$ cat config.mk
export PLATFORM = sky130hd
export DESIGN_NAME = heater_ctrl_top
export DESIGN_NICKNAME = d
export VERILOG_FILES = /design/src/verilog/heater_pkg.sv /design/src/verilog/heater_apb_pkg.sv /design/src/verilog/heater_cmd_if.sv /design/src/verilog/heater_reg_decode.sv /design/src/verilog/heater_duty_execute.sv /design/src/verilog/heater_pwm_result.sv /design/src/verilog/heater_ctrl_top.sv
export SDC_FILE = /design/constraint.sdc
export NUM_CORES = 1
export LEC_CHECK = 0
export CORE_ASPECT_RATIO = 0.9
export CORE_MARGIN = 2
export CORE_UTILIZATION = 35
export CTS_BUF_LIST = sky130_fd_sc_hd__clkbuf_4 sky130_fd_sc_hd__clkbuf_8 sky130_fd_sc_hd__clkbuf_16
export DETAILED_ROUTE_END_ITERATION = 12
export DONT_BUFFER_PORTS = 1
export HOLD_SLACK_MARGIN = 0.12
export PLACE_DENSITY = 0.6
export SYNTH_ARGS = -nofsm -noshare
export SYNTH_HDL_FRONTEND = slang
export SYNTH_SLANG_ARGS = --single-unit
$ cat constraint.sdc
create_clock -name clock_00_0048 -period 3 [get_ports clock_00_0048]
set_input_delay 0.6 -clock clock_00_0048 [delete_from_list [all_inputs] [get_ports clock_00_0048]]
set_output_delay 0.6 -clock clock_00_0048 [all_outputs]
set_load 0.02 [all_outputs]
$ cat src/verilog/heater_pkg.sv
`default_nettype none

package heater_pkg;

	// heater channels driven by the block
	localparam int NUM_HEATERS = 4;

	// 0 is off, 63 is on for the whole PWM period
	typedef logic [5:0] duty_t;

	localparam duty_t DUTY_MAX = 6'd63;

	// one bit per channel
	typedef logic [NUM_HEATERS-1:0] heater_mask_t;

	// amount added or removed per override step
	localparam int DEFAULT_STEP = 6;

endpackage : heater_pkg

`default_nettype wire

$ cat src/verilog/heater_apb_pkg.sv
`default_nettype none

package heater_apb_pkg;

	localparam int APB_ADDR_W = 4;
	localparam int APB_DATA_W = 8;

	// bits 3..0 override enable per channel
	localparam logic [APB_ADDR_W-1:0] REG_OVERRIDE = 4'h0;

	// write only, bits 3..0 increment, bits 7..4 decrement
	localparam logic [APB_ADDR_W-1:0] REG_STEP = 4'h1;

	// first of four read-only effective duties
	localparam logic [APB_ADDR_W-1:0] REG_DUTY0 = 4'h4;

endpackage : heater_apb_pkg

`default_nettype wire

$ cat src/verilog/heater_cmd_if.sv
`timescale 1ns/100ps
`default_nettype none

interface heater_cmd_if;

	import heater_pkg::*;

	heater_mask_t override_en;	// level
	heater_mask_t step_up;		// one-cycle strobe
	heater_mask_t step_down;	// one-cycle strobe

	modport decode_mp (
		output override_en,
		output step_up,
		output step_down
	);

	modport execute_mp (
		input override_en,
		input step_up,
		input step_down
	);

endinterface : heater_cmd_if

`default_nettype wire

$ cat src/verilog/heater_reg_decode.sv
`timescale 1ns/100ps
`default_nettype none

module heater_reg_decode (
	input logic clock_00_0048,
	input logic reset_c,
	input logic [heater_apb_pkg::APB_ADDR_W-1:0] paddr_i,
	input logic psel_i,
	input logic penable_i,
	input logic pwrite_i,
	input logic [heater_apb_pkg::APB_DATA_W-1:0] pwdata_i,
	output logic [heater_apb_pkg::APB_DATA_W-1:0] prdata_o,
	output logic pready_o,
	output logic pslverr_o,
	input heater_pkg::duty_t eff_duty_i [heater_pkg::NUM_HEATERS],
	heater_cmd_if.decode_mp cmd
);

	import heater_pkg::*;
	import heater_apb_pkg::*;

	localparam int IDX_W = $clog2(NUM_HEATERS);

	logic access;
	logic is_override;
	logic is_step;
	logic is_duty;
	logic bad_access;
	logic wr_en;
	logic [IDX_W-1:0] duty_idx;

	assign access = psel_i & penable_i;	// completing cycle

	assign is_override = (paddr_i == REG_OVERRIDE);
	assign is_step = (paddr_i == REG_STEP);
	assign is_duty = (paddr_i >= REG_DUTY0) && (paddr_i < REG_DUTY0 + NUM_HEATERS);
	assign duty_idx = IDX_W'(paddr_i - REG_DUTY0);

	// duty registers are read only
	assign bad_access = ~(is_override | is_step | is_duty) | (pwrite_i & is_duty);

	assign wr_en = access & pwrite_i & ~bad_access;

	assign pready_o = access;	// no wait states
	assign pslverr_o = access & bad_access;

	always_ff @(posedge clock_00_0048 or posedge reset_c)
	begin
		if (reset_c)
		begin
			cmd.override_en <= '0;
			cmd.step_up <= '0;
			cmd.step_down <= '0;
		end
		else
		begin
			if (wr_en && is_override)
				cmd.override_en <= pwdata_i[NUM_HEATERS-1:0];

			// step masks only live for the cycle after the write
			if (wr_en && is_step)
			begin
				cmd.step_up <= pwdata_i[NUM_HEATERS-1:0];
				cmd.step_down <= pwdata_i[2*NUM_HEATERS-1:NUM_HEATERS];
			end
			else
			begin
				cmd.step_up <= '0;
				cmd.step_down <= '0;
			end
		end
	end

	// STEP and unmapped reads return 0
	always_comb
	begin
		prdata_o = '0;
		if (access && !pwrite_i)
		begin
			if (is_override)
				prdata_o[NUM_HEATERS-1:0] = cmd.override_en;
			else if (is_duty)
				prdata_o[$bits(duty_t)-1:0] = eff_duty_i[duty_idx];
		end
	end

	// APB needs a setup cycle between accesses, so strobes never run back to back
	a_step_one_cycle : assert property (
		@(posedge clock_00_0048) disable iff (reset_c)
		((cmd.step_up | cmd.step_down) != '0) |=> ((cmd.step_up | cmd.step_down) == '0)
	);

endmodule : heater_reg_decode

`default_nettype wire

$ cat src/verilog/heater_duty_execute.sv
`timescale 1ns/100ps
`default_nettype none

module heater_duty_execute #(
	parameter int STEP_SIZE = heater_pkg::DEFAULT_STEP
) (
	input logic clock_00_0048,
	input logic reset_c,
	heater_cmd_if.execute_mp cmd,
	input heater_pkg::duty_t ctrl_duty_i [heater_pkg::NUM_HEATERS],
	output heater_pkg::duty_t eff_duty_o [heater_pkg::NUM_HEATERS]
);

	import heater_pkg::*;

	duty_t ovr_duty [NUM_HEATERS];

	for (genvar i = 0; i < NUM_HEATERS; i++)
	begin : g_chan
		logic at_top;
		logic at_bottom;

		// would the next step leave the 0..63 range
		assign at_top = (int'(ovr_duty[i]) + STEP_SIZE) >= int'(DUTY_MAX);
		assign at_bottom = int'(ovr_duty[i]) <= STEP_SIZE;

		always_ff @(posedge clock_00_0048 or posedge reset_c)
		begin
			if (reset_c)
				ovr_duty[i] <= '0;
			else if (cmd.step_up[i])	// increment wins over decrement
			begin
				if (at_top)
					ovr_duty[i] <= DUTY_MAX;
				else
					ovr_duty[i] <= ovr_duty[i] + duty_t'(STEP_SIZE);
			end
			else if (cmd.step_down[i])
			begin
				if (at_bottom)
					ovr_duty[i] <= '0;
				else
					ovr_duty[i] <= ovr_duty[i] - duty_t'(STEP_SIZE);
			end
		end

		assign eff_duty_o[i] = cmd.override_en[i] ? ovr_duty[i] : ctrl_duty_i[i];

		// only a strobe from the register decode may move the override duty
		a_duty_needs_strobe : assert property (
			@(posedge clock_00_0048) disable iff (reset_c)
			!(cmd.step_up[i] || cmd.step_down[i]) |=> $stable(ovr_duty[i])
		);
	end

endmodule : heater_duty_execute

`default_nettype wire

$ cat src/verilog/heater_pwm_result.sv
`timescale 1ns/100ps
`default_nettype none

module heater_pwm_result (
	input logic clock_00_0048,
	input logic reset_c,
	input heater_pkg::duty_t eff_duty_i [heater_pkg::NUM_HEATERS],
	output heater_pkg::heater_mask_t heater_en_o
);

	import heater_pkg::*;

	duty_t pwm_cnt;	// wraps every 64 cycles

	always_ff @(posedge clock_00_0048 or posedge reset_c)
	begin
		if (reset_c)
		begin
			pwm_cnt <= '0;
			heater_en_o <= '0;
		end
		else
		begin
			pwm_cnt <= pwm_cnt + 1'b1;
			for (int i = 0; i < NUM_HEATERS; i++)
			begin
				// duty d gives d+1 on cycles per period
				heater_en_o[i] <= (eff_duty_i[i] != '0) && (pwm_cnt <= eff_duty_i[i]);
			end
		end
	end

	for (genvar i = 0; i < NUM_HEATERS; i++)
	begin : g_chk
		a_zero_duty_off : assert property (
			@(posedge clock_00_0048) disable iff (reset_c)
			(eff_duty_i[i] == '0) |=> !heater_en_o[i]
		);
	end

endmodule : heater_pwm_result

`default_nettype wire

$ cat src/verilog/heater_ctrl_top.sv
`timescale 1ns/100ps
`default_nettype none

module heater_ctrl_top (
	input logic clock_00_0048,
	input logic reset_c,
	input logic [heater_apb_pkg::APB_ADDR_W-1:0] paddr_i,
	input logic psel_i,
	input logic penable_i,
	input logic pwrite_i,
	input logic [heater_apb_pkg::APB_DATA_W-1:0] pwdata_i,
	output logic [heater_apb_pkg::APB_DATA_W-1:0] prdata_o,
	output logic pready_o,
	output logic pslverr_o,
	input heater_pkg::duty_t ctrl_duty_i [heater_pkg::NUM_HEATERS],
	output heater_pkg::heater_mask_t heater_en_o
);

	import heater_pkg::*;

	duty_t eff_duty [NUM_HEATERS];	// duty each channel actually runs at

	heater_cmd_if cmd_if ();

	heater_reg_decode i_decode (
		.clock_00_0048 (clock_00_0048),
		.reset_c       (reset_c),
		.paddr_i       (paddr_i),
		.psel_i        (psel_i),
		.penable_i     (penable_i),
		.pwrite_i      (pwrite_i),
		.pwdata_i      (pwdata_i),
		.prdata_o      (prdata_o),
		.pready_o      (pready_o),
		.pslverr_o     (pslverr_o),
		.eff_duty_i    (eff_duty),
		.cmd           (cmd_if.decode_mp)
	);

	heater_duty_execute #(
		.STEP_SIZE (DEFAULT_STEP)
	) i_execute (
		.clock_00_0048 (clock_00_0048),
		.reset_c       (reset_c),
		.cmd           (cmd_if.execute_mp),
		.ctrl_duty_i   (ctrl_duty_i),
		.eff_duty_o    (eff_duty)
	);

	heater_pwm_result i_pwm (
		.clock_00_0048 (clock_00_0048),
		.reset_c       (reset_c),
		.eff_duty_i    (eff_duty),
		.heater_en_o   (heater_en_o)
	);

endmodule : heater_ctrl_top

`default_nettype wire

==> summary.md, run 1 <==
| Metric | Value |
|---|---|
| Total Wirelength | 8.95 mm |
| DR vias/cell | approximately 5.7 |
| Hold Fails Final Rpt | 0 |
| Die Span Y | 102 microns |
| Vias in the first global route | 2877 |
| Setup TNS | 0 ps |
| Layout area overhead | 5.12% |
| Initial antenna violation count | 0 |
| Total setup buffers inserted after CTS | 0 |
| Period utilization | 88.2% |
| Number of synthesized flops with an enable pin | 0 |
| CP max stage cell | dfrtp_1 |
| Avg Cell Area, Syn | 9.52 sq um |
| Ys async rst share | 100% |
| VDD IR-drop max | 185 uV |
| Post-route minimum period | 2650 ps |
| Max-cap violations | 0 |
| Crit-path cells | mux2_4 -> inv_2 -> mux4_2 -> o21ai_1 |
| Core Rows | 35 |
| Timing-limited maximum frequency | about 380 MHz |
| Delay-heaviest family, CP | multiplexers |
| Clock slew at reported path FFs | 60 ps |
| Clk root buf | clkbuf_16 |
| WL/cell | 17.4 microns |
| Status | complete, but fails checks |
| Number of synthesized register bits | 46 |
| Core area | 10300 sq um |
| Dpl ws | 635 ps |
| Post-route cell area | 3950 sq um |
| Unrepaired setup endpoints after global routing | no |
| Die area | 11600 sq um |
| Worst hold path type | in -> async |
| Pwr dens | approximately 440 nW/um^2 |
| Dpl hpwl | between 6 and 7 mm |
| Total global-route track usage | 16.2% |
| Placed standard-cell area | 3800 sq um |
| Largest net degree at the start of global routing | 47 |
| Relative slew slack | 34.0% |
| Top_reg_cell synth | dfrtp_1 |
| Die X | 113 microns |
| Startpoint Class | register |
| CTS tree | built |
| First-pass GRT wire length | 14.8 mm |
| Crit Path Category | reg -> out |
| Violated checks | DRC |
| Library cells used by synthesis | 65 |
| Mapped cell area | around 3800 sq um |
| Worst Tran Pin Value | 988 ps |
| Lkg Pwr | roughly 1.7 nW |
| # IOs | 55 |
| TritonCTS buffer count | 5 |
| Inserted Diodes | 0 |
| Total number of vias | 2936 |
| Clock Tree Buf Depth | 2 |
| Net count, final | 458 |
| Gate Count Post-Synth | around 400 |
| DRC viols | 1 |
| Worst-path maximum fanout | 8 |
| DRT iter0 DRCs | roughly 150 |
| PortBufs | 0 |
| Critical path arrival | 2050 ps |
| Critical Path Max Stage Delay | between 500 and 600 ps |
| Resize count post-CTS | 0 |
| Pre-antenna DRT Iters | 8 |
| Global route overflow | 0 |
| Detail Route Antenna Nets | 0 |
| Worst skew pair latency | 290 ps |
| CTS HTree Levels | 2 |
| Post-synthesis sequential area ratio | 30.6% |
| Nature of the critical path endpoint | primary output |
| Synth warn | 0 |
| Crit path buffers/inverters | 1 |
| Post-route setup slack | 353 ps |
| Layout cells sized above 1 | 11.9% |
| Critical path data required time | 2400 ps |
| Hold_buf cts | 0 |
| Clock Skews | 2.33 ps |
| Routability cong. | 0.843 |
| Final setup viols | 0 |
| Initial Util | 36.4% |
| Clk sink count | 46 |
| Max-slew violations | 0 |
## cells by family (layout without fill, tap and decap cells)
family | Yosys count | in the layout | synth area share [%]
xor+xnor | 8 | 8 | 1.86
compound gates | 92 | 92 | 17.2
buf+inv | 43 | 32 | 5.79
fa+ha+maj | 33 | 33 | 11.0
simple gates | 135 | 135 | 20.8
flops | 46 | 46 | 30.6
other cells | 1 | 2 | 0.0997
mux | 37 | 37 | 12.7
## placed cells by master (no fill, tap or decap), types with 3 or more instances in the layout
master / instances
dfrtp_1: 46
ha_1: 33
nand2_1: 26
nor2_1: 24
mux2i_1: 18
o21ai_0: 17
nand3_1: 15
inv_1: 15
a21oi_1: 12
and2_1: 10
nand2b_1: 8
nor2b_1: 8
a211oi_1: 8
inv_2: 8
a21o_1: 8
and3_1: 7
o21ai_1: 7
mux2_4: 7
mux2_2: 7
xor2_1: 5
o211ai_1: 5
nor4_1: 5
mux4_2: 5
clkbuf_16: 5
nor3_1: 4
nand3b_1: 4
nand4_1: 4
a221o_1: 4
a31oi_1: 3
o22ai_1: 3
nor4b_1: 3
o21a_1: 3
a311oi_1: 3
a32oi_1: 3
xnor2_1: 3
and4_1: 3
## final timing paths
| kind | start | endpoint | slack (ps) | depth (start not counted) |
|---|---|---|---|---|
| max in group asynchronous | reset_c | i_execute.ovr_duty[22] | 1970 | 1 |
| hold reg to reg | i_execute.ovr_duty[6] | i_execute.ovr_duty[6] | 530 | 1 |
| setup reg to reg | i_decode.cmd.override_en[1] | i_pwm.heater_en_o[1] | 820 | 6 |
| setup / recovery | i_decode.cmd.override_en[1] | prdata_o[2] | 350 | 4 |
| min in group clock_00_0048 | pwdata_i[6] | i_decode.cmd.step_down[2] | 440 | 1 |
| hold / removal | reset_c | i_decode.cmd.step_up[1] | 420 | 1 |
## cells in the mapped netlist, types with 4 or more instances
| cell | count | area, sq um |
|---|---|---|
| nand3_1 | 15 | 75.1 |
| inv_1 | 16 | 60.1 |
| ha_1 | 33 | 413 |
| inv_2 | 7 | 26.3 |
| a21o_1 | 8 | 60.1 |
| o21ai_1 | 7 | 35.0 |
| o21ai_0 | 17 | 85.1 |
| nand2_1 | 26 | 97.6 |
| and2_1 | 10 | 62.6 |
| and3_1 | 7 | 43.8 |
| o211ai_1 | 5 | 37.5 |
| mux2i_1 | 18 | 180 |
| mux4_2 | 5 | 113 |
| nor3_1 | 4 | 20.0 |
| nand3b_1 | 4 | 30.0 |
| buf_2 | 8 | 40.0 |
| nand4_1 | 4 | 25.0 |
| buf_4 | 6 | 45.0 |
| nor2_1 | 24 | 90.1 |
| xor2_1 | 5 | 43.8 |
| a211oi_1 | 8 | 60.1 |
| mux2_2 | 7 | 78.8 |
| nor2b_1 | 8 | 50.1 |
| a221o_1 | 4 | 40.0 |
| nand2b_1 | 8 | 50.1 |
| mux2_4 | 7 | 105 |
| a21oi_1 | 12 | 60.1 |
| nor4_1 | 5 | 31.3 |
| dfrtp_1 | 46 | 1150 |
## where the power goes
group / switching (mW) / internal [mW] / total, mW
registers: 0.114 / 0.665 / 0.779
clock network: 0.240 / 0.340 / 0.580
logic: 0.199 / 0.199 / 0.398
## through the flow
stage | hold slack (ps) | cells | total power [mW] | utilization, %
global placement | 520 | 506 | 1.18 | 36.8
floorplan | 481 | 396 | 1.13 | -
global route | 429 | 514 | 1.86 | 38.2
finish | 425 | 514 | 1.76 | 38.2
detailed placement | 513 | 506 | 1.19 | 36.8
CTS | 434 | 514 | 1.77 | 38.2
## per-layer routing
metal,track usage [%],part of all wire [%],vias up
met5,0,0,-
met4,3.94,1.3,0
met3,2.79,5.0,8
met2,26.9,48,58
met1,22.1,46,1431
li1,-,-,1439
## cell type report
type	instances	area [sq um]
flip-flops and latches	46	1150
inverters	23	86.3
clock inverters	1	5.00
fillers	1035	6380
repair buffers	1	7.51
multi-input cells	307	2390
clock buffers	7	146
well taps	129	161
## flip-flops by register name, indices dropped and copies added, names as in the netlist
register and count:
i_decode.cmd.step_up 4, i_execute.ovr_duty 24, i_pwm.pwm_cnt 6, i_decode.cmd.step_down 4
i_pwm.heater_en_o 4, i_decode.cmd.override_en 4
Note: power is estimated with default switching activity, not from simulation.
==> inputs of run 2 (changes only) <==
--- a/config.mk
+++ b/config.mk
@@ -5,6 +5,7 @@
 export SDC_FILE = /design/constraint.sdc
 export NUM_CORES = 1
 export LEC_CHECK = 0
+export CAP_MARGIN = 20
 export CORE_ASPECT_RATIO = 0.9
 export CORE_MARGIN = 2
 export CORE_UTILIZATION = 35
@@ -13,6 +14,7 @@
 export DONT_BUFFER_PORTS = 1
 export HOLD_SLACK_MARGIN = 0.12
 export PLACE_DENSITY = 0.6
+export RECOVER_POWER = 25
 export SYNTH_ARGS = -nofsm -noshare
 export SYNTH_HDL_FRONTEND = slang
 export SYNTH_SLANG_ARGS = --single-unit
==> summary.md, run 2 (synthesis gave the netlist of run 1 again) <==
| Metric | Value |
|---|---|
| Status | complete, but fails checks |
| Violated checks | DRC |
| Met3 global-route usage | 2.79% |
| Max reg flops | 24 |
| DRT iter0 DRCs | around 130 |
| Dpl hpwl | around 6.9 mm |
| Most frequent cells in the layout | dfrtp_1, ha_1, nand2_1 |
| Worst Tran Pin Value | approximately 1000 ps |
| Crit Path Category | reg -> out |
| Pre-antenna DRT Iters | 8 |
| WHS | 437 ps |
| Met1 usage | 22.1% |
| Crit-path cells | mux2_4 -> inv_2 -> mux4_2 -> o21ai_1 |
| Total Wirelength | 8.98 mm |
| PortBufs | 0 |
| Net count, final | 460 |
| Timing-limited maximum frequency | 377 MHz |
| Critical Path Max Stage Delay | about 570 ps |
| Regs by FF count | i_execute.ovr_duty (24), i_pwm.pwm_cnt (6) |
| Clock Tree Buf Depth | 2 |
| Core area | roughly 10000 sq um |
| Worst-path maximum fanout | 8 |
| Initial antenna violation count | 0 |
| Lkg Pwr | 1.76 nW |
| Total setup buffers inserted after CTS | 0 |
| TritonCTS buffer count | 5 |
| WL/cell | 17.4 microns |
| Die area | 11600 sq um |
| Pwr dens | 444 nW/um^2 |
| CP max stage cell | dfrtp_1 |
| Largest net degree at the start of global routing | 47 |
| Worst skew pair latency | 290 ps |
| DR vias/cell | 5.71 |
| First-pass GRT wire length | between 10 and 15 mm |
| Total number of vias | about 3000 |
| Total global-route track usage | 16.2% |
| Worst hold path type | in -> reg |
| Commonest non-fill, non-tap cell in the layout | dfrtp_1 |
| Nature of the critical path endpoint | primary output |
| # IOs | 55 |
| Layout area overhead | 5.52% |
| Max-slew violations | 0 |
| Clock slew at reported path FFs | 60 ps |
| Post-route minimum period | approximately 2600 ps |
| Clock Skews | 3.10 ps |
| Critical path data required time | 2400 ps |
| Inserted Diodes | 0 |
| Hold Fails Final Rpt | 0 |
| Most flops, register | i_execute.ovr_duty |
| Detail Route Antenna Nets | 0 |
| FILL cells | approximately 1000 |
| Grt peak-use layer | met2 |
| Setup TNS | 0 ps |
| Clk root buf | clkbuf_16 |
| Core Rows | 35 |
| Unrepaired setup endpoints after global routing | no |
| Routability cong. | 0.843 |
| Met2 global-route usage | 26.9% |
| Initial Util | 36.4% |
| Worst R2R Path Depth | 6 |
| DRC viols | 1 |
| Period utilization | 88.3% |
| VDD IR-drop max | 186 uV |
| Max-cap violations | 0 |
| Die X | 113 microns |
| Relative slew slack | 33.0% |
| CTS HTree Levels | 2 |
| Critical path arrival | approximately 2000 ps |
| Final setup viols | 0 |
| Die Span Y | 102 microns |
| Vias in the first global route | about 2900 |
| Hold depth | 1 |
| Startpoint Class | register |
| CTS tree | built |
| Global route overflow | 0 |
| Layout cells sized above 1 | 11.9% |
| Clk sink count | 46 |
-- run 2: changes by cell type in the layout (fill, tap and decap cells not counted), sizes merged --
cell,change
clkbuf,+1
dlygate4sd3,+1
-- run 2: layout make-up --
class                      count  area [sq um]  share of cell area, %
inverter                      23          86.3                   2.18
tap                          129           161                   4.07
clock inverter                 1          5.00                  0.126
multi-input combinational    307          2390                   60.4
timing repair buffer           3          22.5                  0.568
clock buffer                   7           146                   3.69
sequential                    46          1150                   29.0
-- run 2: stage by stage --
stage	worst slack (ps)	util (%)	power (mW)	instance area, sq um	std cells
finish	351	38.4	1.76	3970	516
global route	249	38.4	1.86	3970	516
CTS	332	38.2	1.77	3950	514
detailed placement	635	36.8	1.19	3800	506
global placement	630	36.8	1.18	3800	506
floorplan	722	-	1.13	3760	396
-- run 2: report_power, final --
| group | total (mW) | switching, mW | internal, mW |
|---|---|---|---|
| Clock | 0.580 | 0.240 | 0.340 |
| Combinational | 0.400 | 0.200 | 0.200 |
| Sequential | 0.779 | 0.115 | 0.665 |
| Total | 1.76 | 0.555 | 1.20 |
-- run 2: timing repair --
action | CTS | global route
hold buffers | 0 | 1
hold endpoints to repair | 0 | 7
gates resized for setup | 0 | 0
-- run 2: worst max-delay path, delay by kind of cell, from the launching register on --
family	cells	cell delay, ps
compound gates	1	460
buf+inv	1	40
flops	1	570
mux	2	700
-- run 2: path summary, 6_finish.rpt --
kind | start | end | slack [ps]
max | i_decode.cmd.override_en[3] | prdata_o[2] | 350
min | pwdata_i[1] | i_decode.cmd.step_up[1] | 440
max reg2reg | i_decode.cmd.override_en[1] | i_pwm.heater_en_o[1] | 840
min reg2reg | i_execute.ovr_duty[6] | i_execute.ovr_duty[6] | 530
max in group asynchronous | reset_c | i_pwm.pwm_cnt[5] | 1040
min in group asynchronous | reset_c | i_decode.cmd.step_up[1] | 700
-- run 2: metal layers --
| metal | part of all wire (%) | vias up |
|---|---|---|
| met4 | 1.3 | 0 |
| li1 | - | 1443 |
| met1 | 47 | 1446 |
| met3 | 4.2 | 9 |
| met5 | 0 | - |
| met2 | 48 | 49 |
==> inputs of run 3 (changes only) <==
==> constraint.sdc (replaced) <==
create_clock -name clock_00_0048 -period 3 [get_ports clock_00_0048]
set_input_delay 0.6 -clock clock_00_0048 [delete_from_list [all_inputs] [get_ports clock_00_0048]]
set_output_delay 0.6 -clock clock_00_0048 [all_outputs]
set_load 0.005 [all_outputs]
==> summary.md, run 3 (synthesis gave the netlist of run 1 again) <==
| Metric | Value |
|---|---|
| Commonest non-fill, non-tap cell in the layout | dfrtp_1 |
| Setup TNS | 0 ps |
| Layout area overhead | 5.72% |
| Critical path data required time | 2400 ps |
| Clk sink count | 46 |
| Dpl ws | 803 ps |
| Net count, final | 459 |
| Unrepaired setup endpoints after global routing | no |
| Total number of vias | 2978 |
| Die X | 113 microns |
| Reg-to-reg endpoint | i_pwm.heater_en_o[0] |
| Most frequent cells in the layout | dfrtp_1, ha_1, nand2_1 |
| Placed standard-cell area | 3800 sq um |
| Max reg flops | 24 |
| Clock Skews | ~3.4 ps |
| Post-route cell area | 3980 sq um |
| Die area | 11600 sq um |
| Hold_buf cts | 0 |
| Vias in the first global route | 2852 |
| Initial antenna violation count | 0 |
| Global route overflow | 0 |
| Pre-antenna DRT Iters | 8 |
| Crit Path Category | reg -> out |
| Violated checks | DRC, capacitance limit, slew limit |
| Startpoint Class | register |
| CTS HTree Levels | 2 |
| Detail Route Antenna Nets | 0 |
| Worst R2R Path Depth | 6 |
| Final setup viols | 0 |
| Largest net degree at the start of global routing | 47 |
| VDD IR-drop max | 224 uV |
| Regs by FF count | i_execute.ovr_duty (24), i_pwm.pwm_cnt (6) |
| Worst reg2reg startpoint | i_decode.cmd.override_en[0] |
| Worst skew pair latency | 290 ps |
| # IOs | between 50 and 60 |
| Inserted Diodes | 0 |
| Die Span Y | 102 microns |
| Core Rows | 35 |
| Pwr dens | 459 nW/um^2 |
| Post-route setup slack | 513 ps |
| Total Wirelength | 9.20 mm |
| Worst-path maximum fanout | 12 |
| Clock Tree Buf Depth | 2 |
| WHS | between 200 and 300 ps |
| Routability cong. | 0.822 |
| CTS tree | built |
| Max-slew violations | 31 |
| Final Power | about 1.8 mW |
| Critical path arrival | 1890 ps |
| Total setup buffers inserted after CTS | 0 |
| Total global-route track usage | 16.3% |
| Relative slew slack | -11.8% |
| DRC viols | 1 |
| Clk root buf | clkbuf_16 |
| Core area | 10300 sq um |
| WL/cell | 17.9 microns |
| PortBufs | 0 |
| DRT iter0 DRCs | ~120 |
| Timing-limited maximum frequency | 402 MHz |
| FILL cells | between 1000 and 1500 |
| Reg2Reg Setup Slack | 800 ps |
| First-pass GRT wire length | between 15 and 20 mm |
| TritonCTS buffer count | 5 |
| Worst hold path type | in -> async |
| Clock slew at reported path FFs | around 70 ps |
| Resize count post-CTS | 0 |
| Layout cells sized above 1 | 11.7% |
| Lkg Pwr | approximately 1.8 nW |
| DR vias/cell | 5.78 |
| Post-route minimum period | between 2000 and 2500 ps |
| Status | complete, but fails checks |
| Nature of the critical path endpoint | primary output |
| Dpl hpwl | 6.96 mm |
| Worst Tran Pin Value | around 1700 ps |
| Hold Fails Final Rpt | 0 |
| Most flops, register | i_execute.ovr_duty |
| Max-cap violations | 1 |
| Period utilization | between 80% and 90% |
| Initial Util | 36.4% |
==> run 3: cell count changes in the layout (fill, tap and decap cells not counted) <==
cell | before | now
bufinv_16 | 0 | 1
clkbuf_1 | 0 | 1
clkbuf_2 | 1 | 0
clkbuf_8 | 1 | 0
clkinv_2 | 1 | 0
clkinvlp_4 | 0 | 1
dlygate4sd3_1 | 1 | 0
==> run 3: critical path, cell delays in order, from the launching register on <==
cell	delay, ps
dfrtp_1	620
mux2i_1	260
mux4_2	490
o21ai_1	230
==> run 3: through the flow <==
step	util, %	cells
after floorplan	-	396
after global placement	36.8	506
after detailed placement	36.8	506
after CTS	38.4	514
after global routing	38.5	515
final	38.5	515
==> run 3: area by class of cell <==
cell class / count / area, sq um / area share, %
clock inverter: 2 / 37.5 / 0.944
clock buffer: 6 / 133 / 3.34
multi-input combinational: 307 / 2390 / 60.2
inverter: 23 / 86.3 / 2.17
sequential: 46 / 1150 / 29.0
timing repair buffer: 2 / 11.3 / 0.283
tap: 129 / 161 / 4.06
==> run 3: how the worst max path moves through the flow <==
stage	startpoint	slack [ps]	end	depth (start not counted)
6_report	i_execute.ovr_duty[9]	510	prdata_o[3]	3
4_1_cts	i_execute.ovr_duty[9]	510	prdata_o[3]	3
3_5_place_dp	pwrite_i	800	prdata_o[2]	4
3_3_place_gp	pwrite_i	790	prdata_o[2]	4
2_1_floorplan	paddr_i[0]	920	prdata_o[1]	3
5_1_grt	reset_c	220	i_execute.ovr_duty[20]	2
==> run 3: power breakdown <==
group	internal, mW	switching, mW	total, mW
registers	0.665	0.107	0.772
clock network	0.403	0.247	0.650
logic	0.200	0.202	0.402
==> run 3: metal layers <==
layer | global-route usage [%] | vias up | wire [microns]
li1 | - | 1445 | -
met1 | 21.9 | 1450 | 4310
met2 | 27.5 | 73 | 4370
met3 | 2.79 | 10 | 411
met4 | 4.32 | 0 | 111
met5 | 0 | - | 0
